File: config.mk
export PLATFORM = sky130hd
export DESIGN_NAME = GlobalPredictor_flat
export DESIGN_NICKNAME = d
export VERILOG_FILES = /design/src/verilog/predictor_pkg.sv /design/src/verilog/CounterBus.sv /design/src/verilog/GlobalPredictor.sv /design/src/flat_wrapper.sv
export VERILOG_INCLUDE_DIRS = /design/src
export SDC_FILE = /design/constraint.sdc
export NUM_CORES = 1
export LEC_CHECK = 0
export ABC_AREA = 1
export BUFFER_PORTS_ARGS = -buffer_cell sky130_fd_sc_hd__clkbuf_2
export CELL_PAD_IN_SITES_DETAIL_PLACEMENT = 2
export CELL_PAD_IN_SITES_GLOBAL_PLACEMENT = 2
export CORE_MARGIN = 8
export CORE_UTILIZATION = 18
export DETAILED_ROUTE_END_ITERATION = 8
export GPL_TIMING_DRIVEN = 0
export PLACE_DENSITY = 0.76
export SLEW_MARGIN = 20
export SYNTH_ARGS = -nofsm -noshare
export SYNTH_HDL_FRONTEND = slang
export SYNTH_SLANG_ARGS = --single-unit
File: constraint.sdc
create_clock -name CLK -period 0.9 [get_ports CLK]
set_input_delay 0 -clock CLK [delete_from_list [all_inputs] [get_ports CLK]]
set_output_delay 0 -clock CLK [all_outputs]
set_load 0.005 [all_outputs]
File: src/predictor_settings.svh
`ifndef PREDICTOR_SETTINGS_SVH
`define PREDICTOR_SETTINGS_SVH

// Length of a local history and of the global history register
`define PRED_HISTORY_BITS 10

// Index width inside one half of the counter table
// The index comes from address bits 11 to 2
`define PRED_INDEX_BITS 10

// Pattern counters start weakly not taken
`define PRED_COUNTER_INIT 2'd1

// Chooser counters start weakly preferring local
`define PRED_CHOOSER_INIT 2'd1

`endif

File: src/verilog/predictor_pkg.sv
`default_nettype none
`include "predictor_settings.svh"

package predictor_pkg;

    typedef logic [1:0] counter_t;                          // High bit is the guess
    typedef logic [`PRED_INDEX_BITS-1:0] tableIndex_t;      // Index in one half
    typedef logic [`PRED_INDEX_BITS:0] tableAddr_t;         // Top bit selects the half
    typedef logic [`PRED_HISTORY_BITS-1:0] history_t;

    typedef enum logic [1:0] {
        opRead,
        opCountTaken,
        opCountNotTaken
    } tableOp_t;

    // Saturating step of a 2-bit counter
    function automatic counter_t countStep(counter_t value, logic up);
        counter_t next;
        next = value;
        if (up && value != 2'b11) begin
            next = value + 2'd1;
        end else if (!up && value != 2'b00) begin
            next = value - 2'd1;
        end
        return next;
    endfunction

    // Predict reads, resolve trains toward the outcome
    function automatic tableOp_t tableOpFor(logic resolve, logic taken);
        tableOp_t op;
        if (!resolve) begin
            op = opRead;
        end else if (taken) begin
            op = opCountTaken;
        end else begin
            op = opCountNotTaken;
        end
        return op;
    endfunction

    function automatic history_t shiftHistory(history_t history, logic taken);
        return {history[`PRED_HISTORY_BITS-2:0], taken};   // Newest outcome in bit 0
    endfunction

endpackage

`default_nettype wire
File: src/verilog/CounterBus.sv
`timescale 1ns/10ps
`default_nettype none

// One predictor's path to the shared counter table
interface CounterBus;
    import predictor_pkg::*;

    logic        req;       // Held until gnt
    tableOp_t    op;
    tableIndex_t index;     // Index within this peer's half
    logic        gnt;       // Same cycle as req when granted
    counter_t    rdata;     // Valid the cycle after gnt

    modport requester (
        output req,
        output op,
        output index,
        input  gnt,
        input  rdata
    );

    modport arbiter (
        input  req,
        input  op,
        input  index,
        output gnt,
        output rdata
    );

endinterface

`default_nettype wire

File: src/verilog/GlobalPredictor.sv
`timescale 1ns/10ps
`default_nettype none
`include "predictor_settings.svh"

module GlobalPredictor (
    input  wire logic               CLK,
    input  wire logic               RESET,
    input  wire logic               start,
    input  wire logic               resolve,
    input  wire logic [31:0]        addr,
    input  wire logic               taken,
    output logic                    done,
    output predictor_pkg::counter_t counter,
    CounterBus.requester            bus
);
    import predictor_pkg::*;

    history_t globalHistory;    // Outcomes of all resolved branches
    logic     pending;
    logic     granted;

    assign granted = bus.req && bus.gnt;

    // Gshare index
    assign bus.req   = start || pending;
    assign bus.op    = tableOpFor(resolve, taken);
    assign bus.index = globalHistory ^ addr[`PRED_INDEX_BITS+1:2];

    assign counter = bus.rdata;

    always_ff @(posedge CLK or negedge RESET) begin
        if (!RESET) begin
            pending       <= 1'b0;
            done          <= 1'b0;
            globalHistory <= '0;
        end else begin
            pending <= bus.req && !bus.gnt;
            done    <= granted;
            if (granted && resolve) begin
                globalHistory <= shiftHistory(globalHistory, taken);
            end
        end
    end

endmodule

`default_nettype wire

File: src/flat_wrapper.sv
// flat-port wrapper written by rule: the top's interface ports become plain ports
module GlobalPredictor_flat import predictor_pkg::*;
  (CLK, RESET, start, resolve, addr, taken, done, counter, bus_req, bus_op, bus_index, bus_gnt, bus_rdata);
  CounterBus bus_i ();
  input  wire logic CLK;
  input  wire logic RESET;
  input  wire logic start;
  input  wire logic resolve;
  input  wire logic [31:0] addr;
  input  wire logic taken;
  output logic done;
  output predictor_pkg::counter_t counter;
  output wire logic [$bits(bus_i.req)-1:0] bus_req;
  output wire logic [$bits(bus_i.op)-1:0] bus_op;
  output wire logic [$bits(bus_i.index)-1:0] bus_index;
  input wire logic [$bits(bus_i.gnt)-1:0] bus_gnt;
  input wire logic [$bits(bus_i.rdata)-1:0] bus_rdata;
  assign bus_req = bus_i.req;
  assign bus_op = bus_i.op;
  assign bus_index = bus_i.index;
  assign bus_i.gnt = bus_gnt;
  assign bus_i.rdata = bus_rdata;
  GlobalPredictor u_core (.CLK(CLK), .RESET(RESET), .start(start), .resolve(resolve), .addr(addr), .taken(taken), .done(done), .counter(counter), .bus(bus_i));
endmodule
==> qor.yml <==
totalWireLength_mm: 2.32
drive_gt1_frac: 0.508
syn_area_sq_um: 618
setup_slack_ns: -0.148
finalHoldViolCount: 0
r2r_slack_ns: -0.15
setup_tns_ns: -1.58
slew_headroom: 0.790
antenna_left: 0
fin_crit_ns: 1.05
cpLargestDelayFamily: "flip-flops"
grt_max_degree: 13
drc: 0
rows: 21
crit_start: "u_core.pending$_DFF_PN0_"
first_pass_iters: 4
die_x_microns: 74.6
htreeDepth: 1
wl_per_cell_microns: 13.5
syn_area_per_cell_sq_um: 9.23
worst_r2r_path_depth: 6
path_common_cell: "buf_4"
antenna_found_initial: 0
yosys.area.top_type_share: 0.486
cts_sinks: 12
yosys_warnings: 0
r2r-start: "u_core.pending$_DFF_PN0_"
syn2layout_area_growth_pct: 77.1
die-area_sq_um: 5570
path_class: "reg -> reg"
crit_end: "u_core.globalHistory[1]$_DFFE_PN0P_"
track_usage: 0.0839
power_density_nw_per_um2: 1730
clock_tree.buffer_depth: 2
final_util: 0.331
worstSkewPairLatency_ns: 0.28
chipHeight_microns: 74.6
period_share: 1.16
overflow: 0
cpMaxStageDelayCell: "dfrtp_1"
drv_cap: 0
cts_tree: "yes"
yosysTopAreaCell: "dfrtp_1"
cpPeakStageDelay_ns: 0.40
violations: "setup timing"
synth_cells: 67
grt_setup_unrepaired: "yes"
path_max_fanout: 3
crit_path_start_kind: "flip-flop"
routabilityCongestion: 0.679
hold_path.class: "in -> reg"
grt_pass1_wl_mm: 3.48
timing.rr.end: "u_core.globalHistory[1]$_DFFE_PN0P_"
cts_root_buffer: "clkbuf_4"
worst_slew_pin_slew_ns: 0.315
vdd.ir_drop.worst_mv: 0.438
io_pins: 56
critPathRequiredTime_ns: 1.07
fin_skew_ns: 0.000677
max_freq_ghz: 0.954
cp-end-kind: "flip-flop"
status: "finished, violations left"
cts-buffers-inserted: 3
port_buffers: 31
synth_nets: 107
ys_ff_latch: 12
ys_top_cells_by_area: "dfrtp_1 49%, xor2_1 14%, nand2_1 13%"
clk_pin_slew_ns: 0.08
ys_types: 13
nFillCells: 404
core_sq_um: 3310
crit_arrival_ns: 1.22
cp.buffers_inverters: 3
setup-violations-final: 21
antenna_cells: 0
leakagePower_nw: 0.626
path_cells: "inv_2, nand2_4, buf_4, buf_4, nand4_1, nand2_1"
start_util: 0.187
grt_pass1_vias: 787
maxSlewViolCount: 0
via_per_inst: 4.09
fin_nets: 167
hpwl_mm: 1.47
synth-seq-area-share: 0.486
cp.depth: 6
drtIter0Drc: 4
via_count: 703
-- layout make-up --
cell class / instances / area (sq um) / share of cell area
plain buffers: 5 / 41.3 / 0.0377
clock buffers: 4 / 36.3 / 0.0331
inverters: 4 / 15.0 / 0.0137
multi-input cells: 47 / 292 / 0.266
flip-flops and latches: 12 / 300 / 0.274
well taps: 46 / 57.6 / 0.0526
repair buffers: 54 / 353 / 0.322
-- cell families (layout without fill, tap and decap cells) --
group	count (synthesis)	in the layout	synth area share
and+or+nand+nor	34	35	0.261
xor gates and xnor gates	10	10	0.142
AOI/OAI and AO/OA	2	2	0.0202
DFF	12	12	0.486
buffers and inverters	9	67	0.0911
-- Yosys cell counts, drive strengths merged --
library cell and number:
o21a 1, xor2 10, dfrtp 12, nand2 22
nand4 10, nor2 1, buf 5, inv 4
a21oi 1, nand3 1
-- power breakdown --
| part | switching (mW) | total, mW | leakage, nW | internal, mW |
|---|---|---|---|---|
| sequential | 0.0715 | 0.717 | 0.158 | 0.646 |
| combinational | 0.314 | 0.742 | 0.447 | 0.429 |
| clock | 0.193 | 0.439 | 0.0210 | 0.246 |
| total | 0.578 | 1.90 | 0.626 | 1.32 |
-- layout by cell type (no fill, tap or decap) --
cell           count
nand4_1           10
nand2_1           21
nand3_4            2
nand2_4            1
buf_4             23
dfrtp_1           12
buf_12             1
buf_6              1
a21oi_1            1
xor2_1            10
dlygate4sd3_1      4
clkbuf_4           3
buf_2             10
clkbuf_8           1
clkbuf_2          20
o21a_1             1
inv_2              2
inv_1              2
nor2_1             1
-- layer usage --
metal	part of all wire	GRT usage	vias to the layer above	routed length (microns)
met5	0	0	-	0
met4	0.013	0.0457	0	29
met3	0.083	0.0350	4	192
met2	0.53	0.151	24	1230
met1	0.37	0.0785	338	866
li1	-	-	337	-
-- timing repair --
item | in CTS | in global routing
pin swaps | 12 | 2
endpoints found under the setup margin | 21 | 22
resized for setup | 3 | 11
buffers inserted | 16 | 4
cloned | 0 | 1
endpoints found under the hold margin | 15 | 1
hold buffers | 3 | 2
-- sequential cells by signal (all words and copies together) (netlist names) --
name / cells
u_core.globalHistory: 10
u_core.done: 1
u_core.pending: 1
-- stage by stage --
| step | hold slack (ns) | cell area, sq um | setup slack (ns) | cells | power, mW |
|---|---|---|---|---|---|
| finish | 0.0851 | 1090 | -0.148 | 172 | 1.90 |
| global route | 0.100 | 1090 | -0.186 | 172 | 2.04 |
| CTS | 0.0294 | 1040 | -0.138 | 167 | 1.87 |
| detailed placement | -0.0981 | 831 | -0.102 | 144 | 1.21 |
| global placement | -0.102 | 831 | -0.0370 | 144 | 1.19 |
| floorplan | -0.296 | 618 | 0.0523 | 67 | 0.961 |
-- tightest hold or removal path, delay by kind of cell --
kind	cells	cell delay, ns
buffers and inverters	1	0.16
and+or+nand+nor	2	0.17
-- how the worst min path moves through the flow --
stage          depth (start not counted)     from                                  end  slack [ns]
2_1_floorplan                          0    RESET                u_core.done$_DFF_PN0_       -0.30
3_3_place_gp                           1    RESET  u_core.globalHistory[2]$_DFFE_PN0P_       -0.10
3_5_place_dp                           1    RESET  u_core.globalHistory[2]$_DFFE_PN0P_        -0.1
4_1_cts                                3  resolve  u_core.globalHistory[1]$_DFFE_PN0P_        0.03
5_1_grt                                3  resolve  u_core.globalHistory[2]$_DFFE_PN0P_        0.10
6_report                               3  bus_gnt  u_core.globalHistory[2]$_DFFE_PN0P_        0.09
Power figures use the tool's default switching activity.
