===== config.mk =====
export PLATFORM = sky130hd
export DESIGN_NAME = CounterArbiter_flat
export DESIGN_NICKNAME = d
export VERILOG_FILES = /design/src/verilog/predictor_pkg.sv /design/src/verilog/CounterBus.sv /design/src/verilog/CounterArbiter.sv /design/src/flat_wrapper.sv
export VERILOG_INCLUDE_DIRS = /design/src
export SDC_FILE = /design/constraint.sdc
export NUM_CORES = 1
export LEC_CHECK = 0
export BUFFER_PORTS_ARGS = -buffer_cell sky130_fd_sc_hd__buf_2
export CAP_MARGIN = 20
export CORE_AREA = 5 5 42 44
export DETAILED_ROUTE_END_ITERATION = 8
export DIE_AREA = 0 0 47 49
export GPL_TIMING_DRIVEN = 0
export HOLD_SLACK_MARGIN = 0.08
export PLACE_DENSITY = 0.64
export SLEW_MARGIN = 40
export SYNTH_ARGS = -nofsm -noshare
export SYNTH_HDL_FRONTEND = slang
export SYNTH_SLANG_ARGS = --single-unit

===== constraint.sdc =====
create_clock -name CLK -period 1.3 [get_ports CLK]
set_input_delay 0.065 -clock CLK [delete_from_list [all_inputs] [get_ports CLK]]
set_output_delay 0.065 -clock CLK [all_outputs]
set_load 0.03 [all_outputs]

===== src/predictor_settings.svh =====
`ifndef PREDICTOR_SETTINGS_SVH
`define PREDICTOR_SETTINGS_SVH

// Length of a local history and of the global history register
`define PRED_HISTORY_BITS 10

// Index width inside one half of the counter table
// The index comes from address bits 11 to 2
`define PRED_INDEX_BITS 10

// Pattern counters start weakly not taken
`define PRED_COUNTER_INIT 2'd1

// Chooser counters start weakly preferring local
`define PRED_CHOOSER_INIT 2'd1

`endif


===== src/verilog/predictor_pkg.sv =====
`default_nettype none
`include "predictor_settings.svh"

package predictor_pkg;

    typedef logic [1:0] counter_t;                          // High bit is the guess
    typedef logic [`PRED_INDEX_BITS-1:0] tableIndex_t;      // Index in one half
    typedef logic [`PRED_INDEX_BITS:0] tableAddr_t;         // Top bit selects the half
    typedef logic [`PRED_HISTORY_BITS-1:0] history_t;

    typedef enum logic [1:0] {
        opRead,
        opCountTaken,
        opCountNotTaken
    } tableOp_t;

    // Saturating step of a 2-bit counter
    function automatic counter_t countStep(counter_t value, logic up);
        counter_t next;
        next = value;
        if (up && value != 2'b11) begin
            next = value + 2'd1;
        end else if (!up && value != 2'b00) begin
            next = value - 2'd1;
        end
        return next;
    endfunction

    // Predict reads, resolve trains toward the outcome
    function automatic tableOp_t tableOpFor(logic resolve, logic taken);
        tableOp_t op;
        if (!resolve) begin
            op = opRead;
        end else if (taken) begin
            op = opCountTaken;
        end else begin
            op = opCountNotTaken;
        end
        return op;
    endfunction

    function automatic history_t shiftHistory(history_t history, logic taken);
        return {history[`PRED_HISTORY_BITS-2:0], taken};   // Newest outcome in bit 0
    endfunction

endpackage

`default_nettype wire

===== src/verilog/CounterBus.sv =====
`timescale 1ns/10ps
`default_nettype none

// One predictor's path to the shared counter table
interface CounterBus;
    import predictor_pkg::*;

    logic        req;       // Held until gnt
    tableOp_t    op;
    tableIndex_t index;     // Index within this peer's half
    logic        gnt;       // Same cycle as req when granted
    counter_t    rdata;     // Valid the cycle after gnt

    modport requester (
        output req,
        output op,
        output index,
        input  gnt,
        input  rdata
    );

    modport arbiter (
        input  req,
        input  op,
        input  index,
        output gnt,
        output rdata
    );

endinterface

`default_nettype wire


===== src/verilog/CounterArbiter.sv =====
`timescale 1ns/10ps
`default_nettype none

module CounterArbiter (
    input  wire logic                    CLK,
    input  wire logic                    RESET,
    CounterBus.arbiter                   localBus,
    CounterBus.arbiter                   globalBus,
    output logic                         tblEn,
    output predictor_pkg::tableOp_t      tblOp,
    output predictor_pkg::tableAddr_t    tblAddr,
    input  wire predictor_pkg::counter_t tblData
);
    import predictor_pkg::*;

    logic lastGlobal;   // Last grant went to global

    // On a tie the peer not served last wins
    always_comb begin
        localBus.gnt  = localBus.req && (!globalBus.req || lastGlobal);
        globalBus.gnt = globalBus.req && (!localBus.req || !lastGlobal);
    end

    assign tblEn = localBus.gnt || globalBus.gnt;

    // Half select comes from which port was granted
    always_comb begin
        if (globalBus.gnt) begin
            tblOp   = globalBus.op;
            tblAddr = {1'b1, globalBus.index};
        end else begin
            tblOp   = localBus.op;
            tblAddr = {1'b0, localBus.index};
        end
    end

    always_ff @(posedge CLK or negedge RESET) begin
        if (!RESET) begin
            lastGlobal <= 1'b1;     // Local goes first
        end else if (tblEn) begin
            lastGlobal <= globalBus.gnt;
        end
    end

    // The flag still names last cycle's owner when the data returns
    assign localBus.rdata  = lastGlobal ? counter_t'(0) : tblData;
    assign globalBus.rdata = lastGlobal ? tblData : counter_t'(0);

endmodule

`default_nettype wire


===== src/flat_wrapper.sv =====
// flat-port wrapper written by rule: the top's interface ports become plain ports
module CounterArbiter_flat import predictor_pkg::*;
  (CLK, RESET, tblEn, tblOp, tblAddr, tblData, localBus_req, localBus_op, localBus_index, localBus_gnt, localBus_rdata, globalBus_req, globalBus_op, globalBus_index, globalBus_gnt, globalBus_rdata);
  CounterBus localBus_i ();
  CounterBus globalBus_i ();
  input  wire logic CLK;
  input  wire logic RESET;
  output logic tblEn;
  output predictor_pkg::tableOp_t tblOp;
  output predictor_pkg::tableAddr_t tblAddr;
  input  wire predictor_pkg::counter_t tblData;
  input wire logic [$bits(localBus_i.req)-1:0] localBus_req;
  input wire logic [$bits(localBus_i.op)-1:0] localBus_op;
  input wire logic [$bits(localBus_i.index)-1:0] localBus_index;
  output wire logic [$bits(localBus_i.gnt)-1:0] localBus_gnt;
  output wire logic [$bits(localBus_i.rdata)-1:0] localBus_rdata;
  input wire logic [$bits(globalBus_i.req)-1:0] globalBus_req;
  input wire logic [$bits(globalBus_i.op)-1:0] globalBus_op;
  input wire logic [$bits(globalBus_i.index)-1:0] globalBus_index;
  output wire logic [$bits(globalBus_i.gnt)-1:0] globalBus_gnt;
  output wire logic [$bits(globalBus_i.rdata)-1:0] globalBus_rdata;
  assign localBus_i.req = localBus_req;
  assign localBus_i.op = localBus_op;
  assign localBus_i.index = localBus_index;
  assign localBus_gnt = localBus_i.gnt;
  assign localBus_rdata = localBus_i.rdata;
  assign globalBus_i.req = globalBus_req;
  assign globalBus_i.op = globalBus_op;
  assign globalBus_i.index = globalBus_index;
  assign globalBus_gnt = globalBus_i.gnt;
  assign globalBus_rdata = globalBus_i.rdata;
  CounterArbiter u_core (.CLK(CLK), .RESET(RESET), .localBus(localBus_i), .globalBus(globalBus_i), .tblEn(tblEn), .tblOp(tblOp), .tblAddr(tblAddr), .tblData(tblData));
endmodule

==> impl.org <==
** Place
- DP HPWL :: 885.2 um
- Port buffering added 49 buffers.
- At the end of routability-driven placement, the weighted congestion stood at 0.6516.
- Including well taps, the total number of placed cells is 90.

** Setup path
- Slowest library cell on the worst path :: dfstp_2
- Kind of start point of the critical path :: flip-flop
- The critical path contains buffers and inverters numbering 2 combined.
- At the worst endpoint, the required time is 1.24 ns.
- For this run, the slowest stage of the critical path takes 0.36 ns.
- Top delay family on crit path :: flip-flops
- Arrival @ worst endpoint :: 1.21 ns
- Critical path peak fanout :: 4
- STA classifies the critical path endpoint as a primary output.
- Critical-path cell list :: a21boi_4 -> buf_4 -> mux2_2 -> buf_2
- The setup path with the least slack is of type reg2out.

** Hold path
- The worst hold path belongs to the class in2reg.

** Finish
- Ranked by flip-flop count, first place goes to u_core.lastGlobal.
- Largest register FFs :: 1
- In the final layout, the multi-input gates occupy 227.7 sq um.
- Fraction of final layout cells sized beyond drive strength 1 :: 88.75%
- Filler cell count :: 145
- Count of inserted antenna diode cells :: 0
- Growth of design area from synthesis to finish :: 157.9%
- The largest registers in the layout are u_core.lastGlobal x1.
- Excluding fillers, the count of instances in the completed layout stands at 96.
- Register area :: 26.28 sq um
- Net count, final :: 112

** Routing
- In the final routed layout, each cell accounts on average for 12.29 um.
- In the routed layout, each cell is associated on average with a via count of 4.167.
- First-pass iteration count of the detailed router :: 1
- In the routed design, unresolved DRC markers number 0.
- Iter 0 DRT Violations :: 0
- DRT Wirelength :: 1.180 mm
- Once detail routing completed, the nets flagged for antenna violations numbered 0.
- The routed layout has 400 vias.

** Timing
- Of the available clock period, the critical path in the final layout requires 98.45%.
- Number of pins with negative max-slew slack in the final report :: 0
- Unrepaired setup endpoints after global routing :: true
- The final hold violation count is 0.
- At the pin with the least slew margin, the transition time is 0.1828 ns.
- Worst hold slack after final layout :: 0.2935 ns
- Setup violators final :: 0
- The smallest clock period supported by the final layout is computed as 1.280 ns.
- F_max :: 781.3 MHz
- Measured against its own limit, the worst slew margin works out to 87.78%.
- The clock arrives with 0 ns of skew.

** Yosys
- The Yosys step of the flow raised 0 warnings.
- The netlist uses 11 different library cells.
- After synthesis the netlist holds a flip-flop and latch count of 1.
- Cell Area, Synth :: 246.5 sq um
- Synthesized netlist net count :: 55
- Syn avg cell area :: 9.859 sq um
- For this run, the register share of the synthesized area comes to 10.66%.
- Mapped Cells :: 25

** Floorplanning
- Initial standard-cell utilization of the core :: 17.59%
- The floorplan step set the die width to 47 um.
- The floorplan step defined a die boundary enclosing 2303 sq um.
- Count of boundary I/O pins :: 50
- The total area inside the core boundary comes to 1401 sq um.
- The floorplan has 14 rows.
- Measured along the y axis, the die boundary spans 49 um.

** CTS
- After clock tree synthesis, the clock-pin slew on the worst setup and hold paths is 0 ns.
- For the worst-skew pair, the clock arrives at the later sink with an insertion delay of 0 ns.

** GRT
- Vias in the first global route :: 415
- Global routing finished with a remaining overflow of 0.
- Global-route wire length before repair :: 1.766 mm
- Entering global routing, the biggest net connects 7 pins.
- Number of antenna violations at the first check in global routing :: 0
- Global routing used 9.691% of the available tracks.

** Status
- Result of the run :: complete, no violations

** Power and ir drop
- Leakage Power :: 0.0003704 uW
- Total power for the finished layout comes to 433.1 uW.
- The worst-case IR drop observed on VDD is 0.0002661 V.
- Dividing total power by cell area gives a power density of 681.4 nW/um^2.

** Job
- Maxcap violations :: 0
-- layout by cell type, fill, tap and decap left out --
master and n:
a21boi_4 1, o21ai_0 1, buf_6 8, dlygate4sd3_1 1
nand2b_1 1, mux2_4 6, and2_1 3, or2_2 1
buf_4 7, dfstp_2 1, buf_2 41, and2b_1 2
mux2_2 6, inv_1 1
-- layer usage --
layer / vias up / part of all wire (%) / global-route usage [%]
met3: 0 / 12 / 0.3690
met1: 178 / 34 / 11.11
li1: 196 / - / -
met5: - / 0 / 0
met4: 0 / 0 / 0
met2: 26 / 53 / 19.46
-- path summary, 6_finish.rpt --
kind / start / slack (ns) / cells past startpoint / to
max: u_core.lastGlobal / 0.02 / 4 / tblOp[0]
min: localBus_req / 0.29 / 2 / u_core.lastGlobal
max reg2reg: u_core.lastGlobal / 0.37 / 3 / u_core.lastGlobal
min reg2reg: u_core.lastGlobal / 0.63 / 3 / u_core.lastGlobal
max in group asynchronous: RESET / 0.74 / 2 / u_core.lastGlobal
min in group asynchronous: RESET / 0.54 / 2 / u_core.lastGlobal
-- metrics by stage --
step | TNS (ns) | utilization, % | setup slack [ns] | instance area, sq um
4_1_cts | 0 | 44.11 | 0.00002065 | 618.1
5_1_grt | -0.02585 | 45.36 | -0.01374 | 635.6
3_5_place_dp | -0.9461 | 36.52 | -0.1133 | 511.7
3_3_place_gp | -0.8463 | 36.52 | -0.1038 | 511.7
6_report | 0 | 45.36 | 0.02014 | 635.6
2_1_floorplan | 0 | - | 0.01376 | 246.5
-- cells in the mapped netlist --
| library cell | count | share of area, % |
|---|---|---|
| dfstp_2 | 1 | 11 |
| o21ai_0 | 1 | 2.0 |
| inv_1 | 1 | 1.5 |
| nand2b_1 | 1 | 2.5 |
| buf_6 | 1 | 4.6 |
| buf_4 | 1 | 3.0 |
| and2_1 | 3 | 7.6 |
| and2b_1 | 2 | 6.1 |
| or2_2 | 1 | 2.5 |
| a21boi_2 | 1 | 4.6 |
| mux2_2 | 12 | 55 |
-- power by group --
part           switching, uW  total [uW]  leakage (uW)  internal, uW
logic                    202         388      0.000360           186
registers               5.15        45.1     0.0000105          39.9
clock network              0           0             0             0
-- worst reg2reg max path, stage by stage (launching register included) --
cell and delay (ns):
dfstp_2 0.53, buf_4 0.13, nand2b_1 0.10, o21ai_0 0.08
-- repair_timing --
| action | CTS | global route |
|---|---|---|
| resized for setup | 22 | 2 |
| endpoints found under the setup margin | 9 | 9 |
| gates cloned | 1 | 0 |
| hold buffers | 1 | 0 |
| endpoints found under the hold margin | 1 | 0 |
| pin swaps | 1 | 1 |
| buffers inserted | 2 | 2 |
-- area by class of cell --
| class | instances | share of cell area, % |
|---|---|---|
| plain buffers | 2 | 2.953 |
| inverters | 1 | 0.5906 |
| multi-input cells | 21 | 35.83 |
| flip-flops and latches | 1 | 4.134 |
| well taps | 16 | 3.150 |
| repair buffers | 55 | 53.35 |
-- cells by family after synthesis --
family                 count (synthesis)  share of synthesized area, %
AOI/OAI and AO/OA                      2                         6.597
buffers and inverters                  3                         9.136
DFF                                    1                         10.66
and+or+nand+nor                        7                         18.78
muxes                                 12                         54.82
Note: power is estimated with default switching activity, not from simulation.
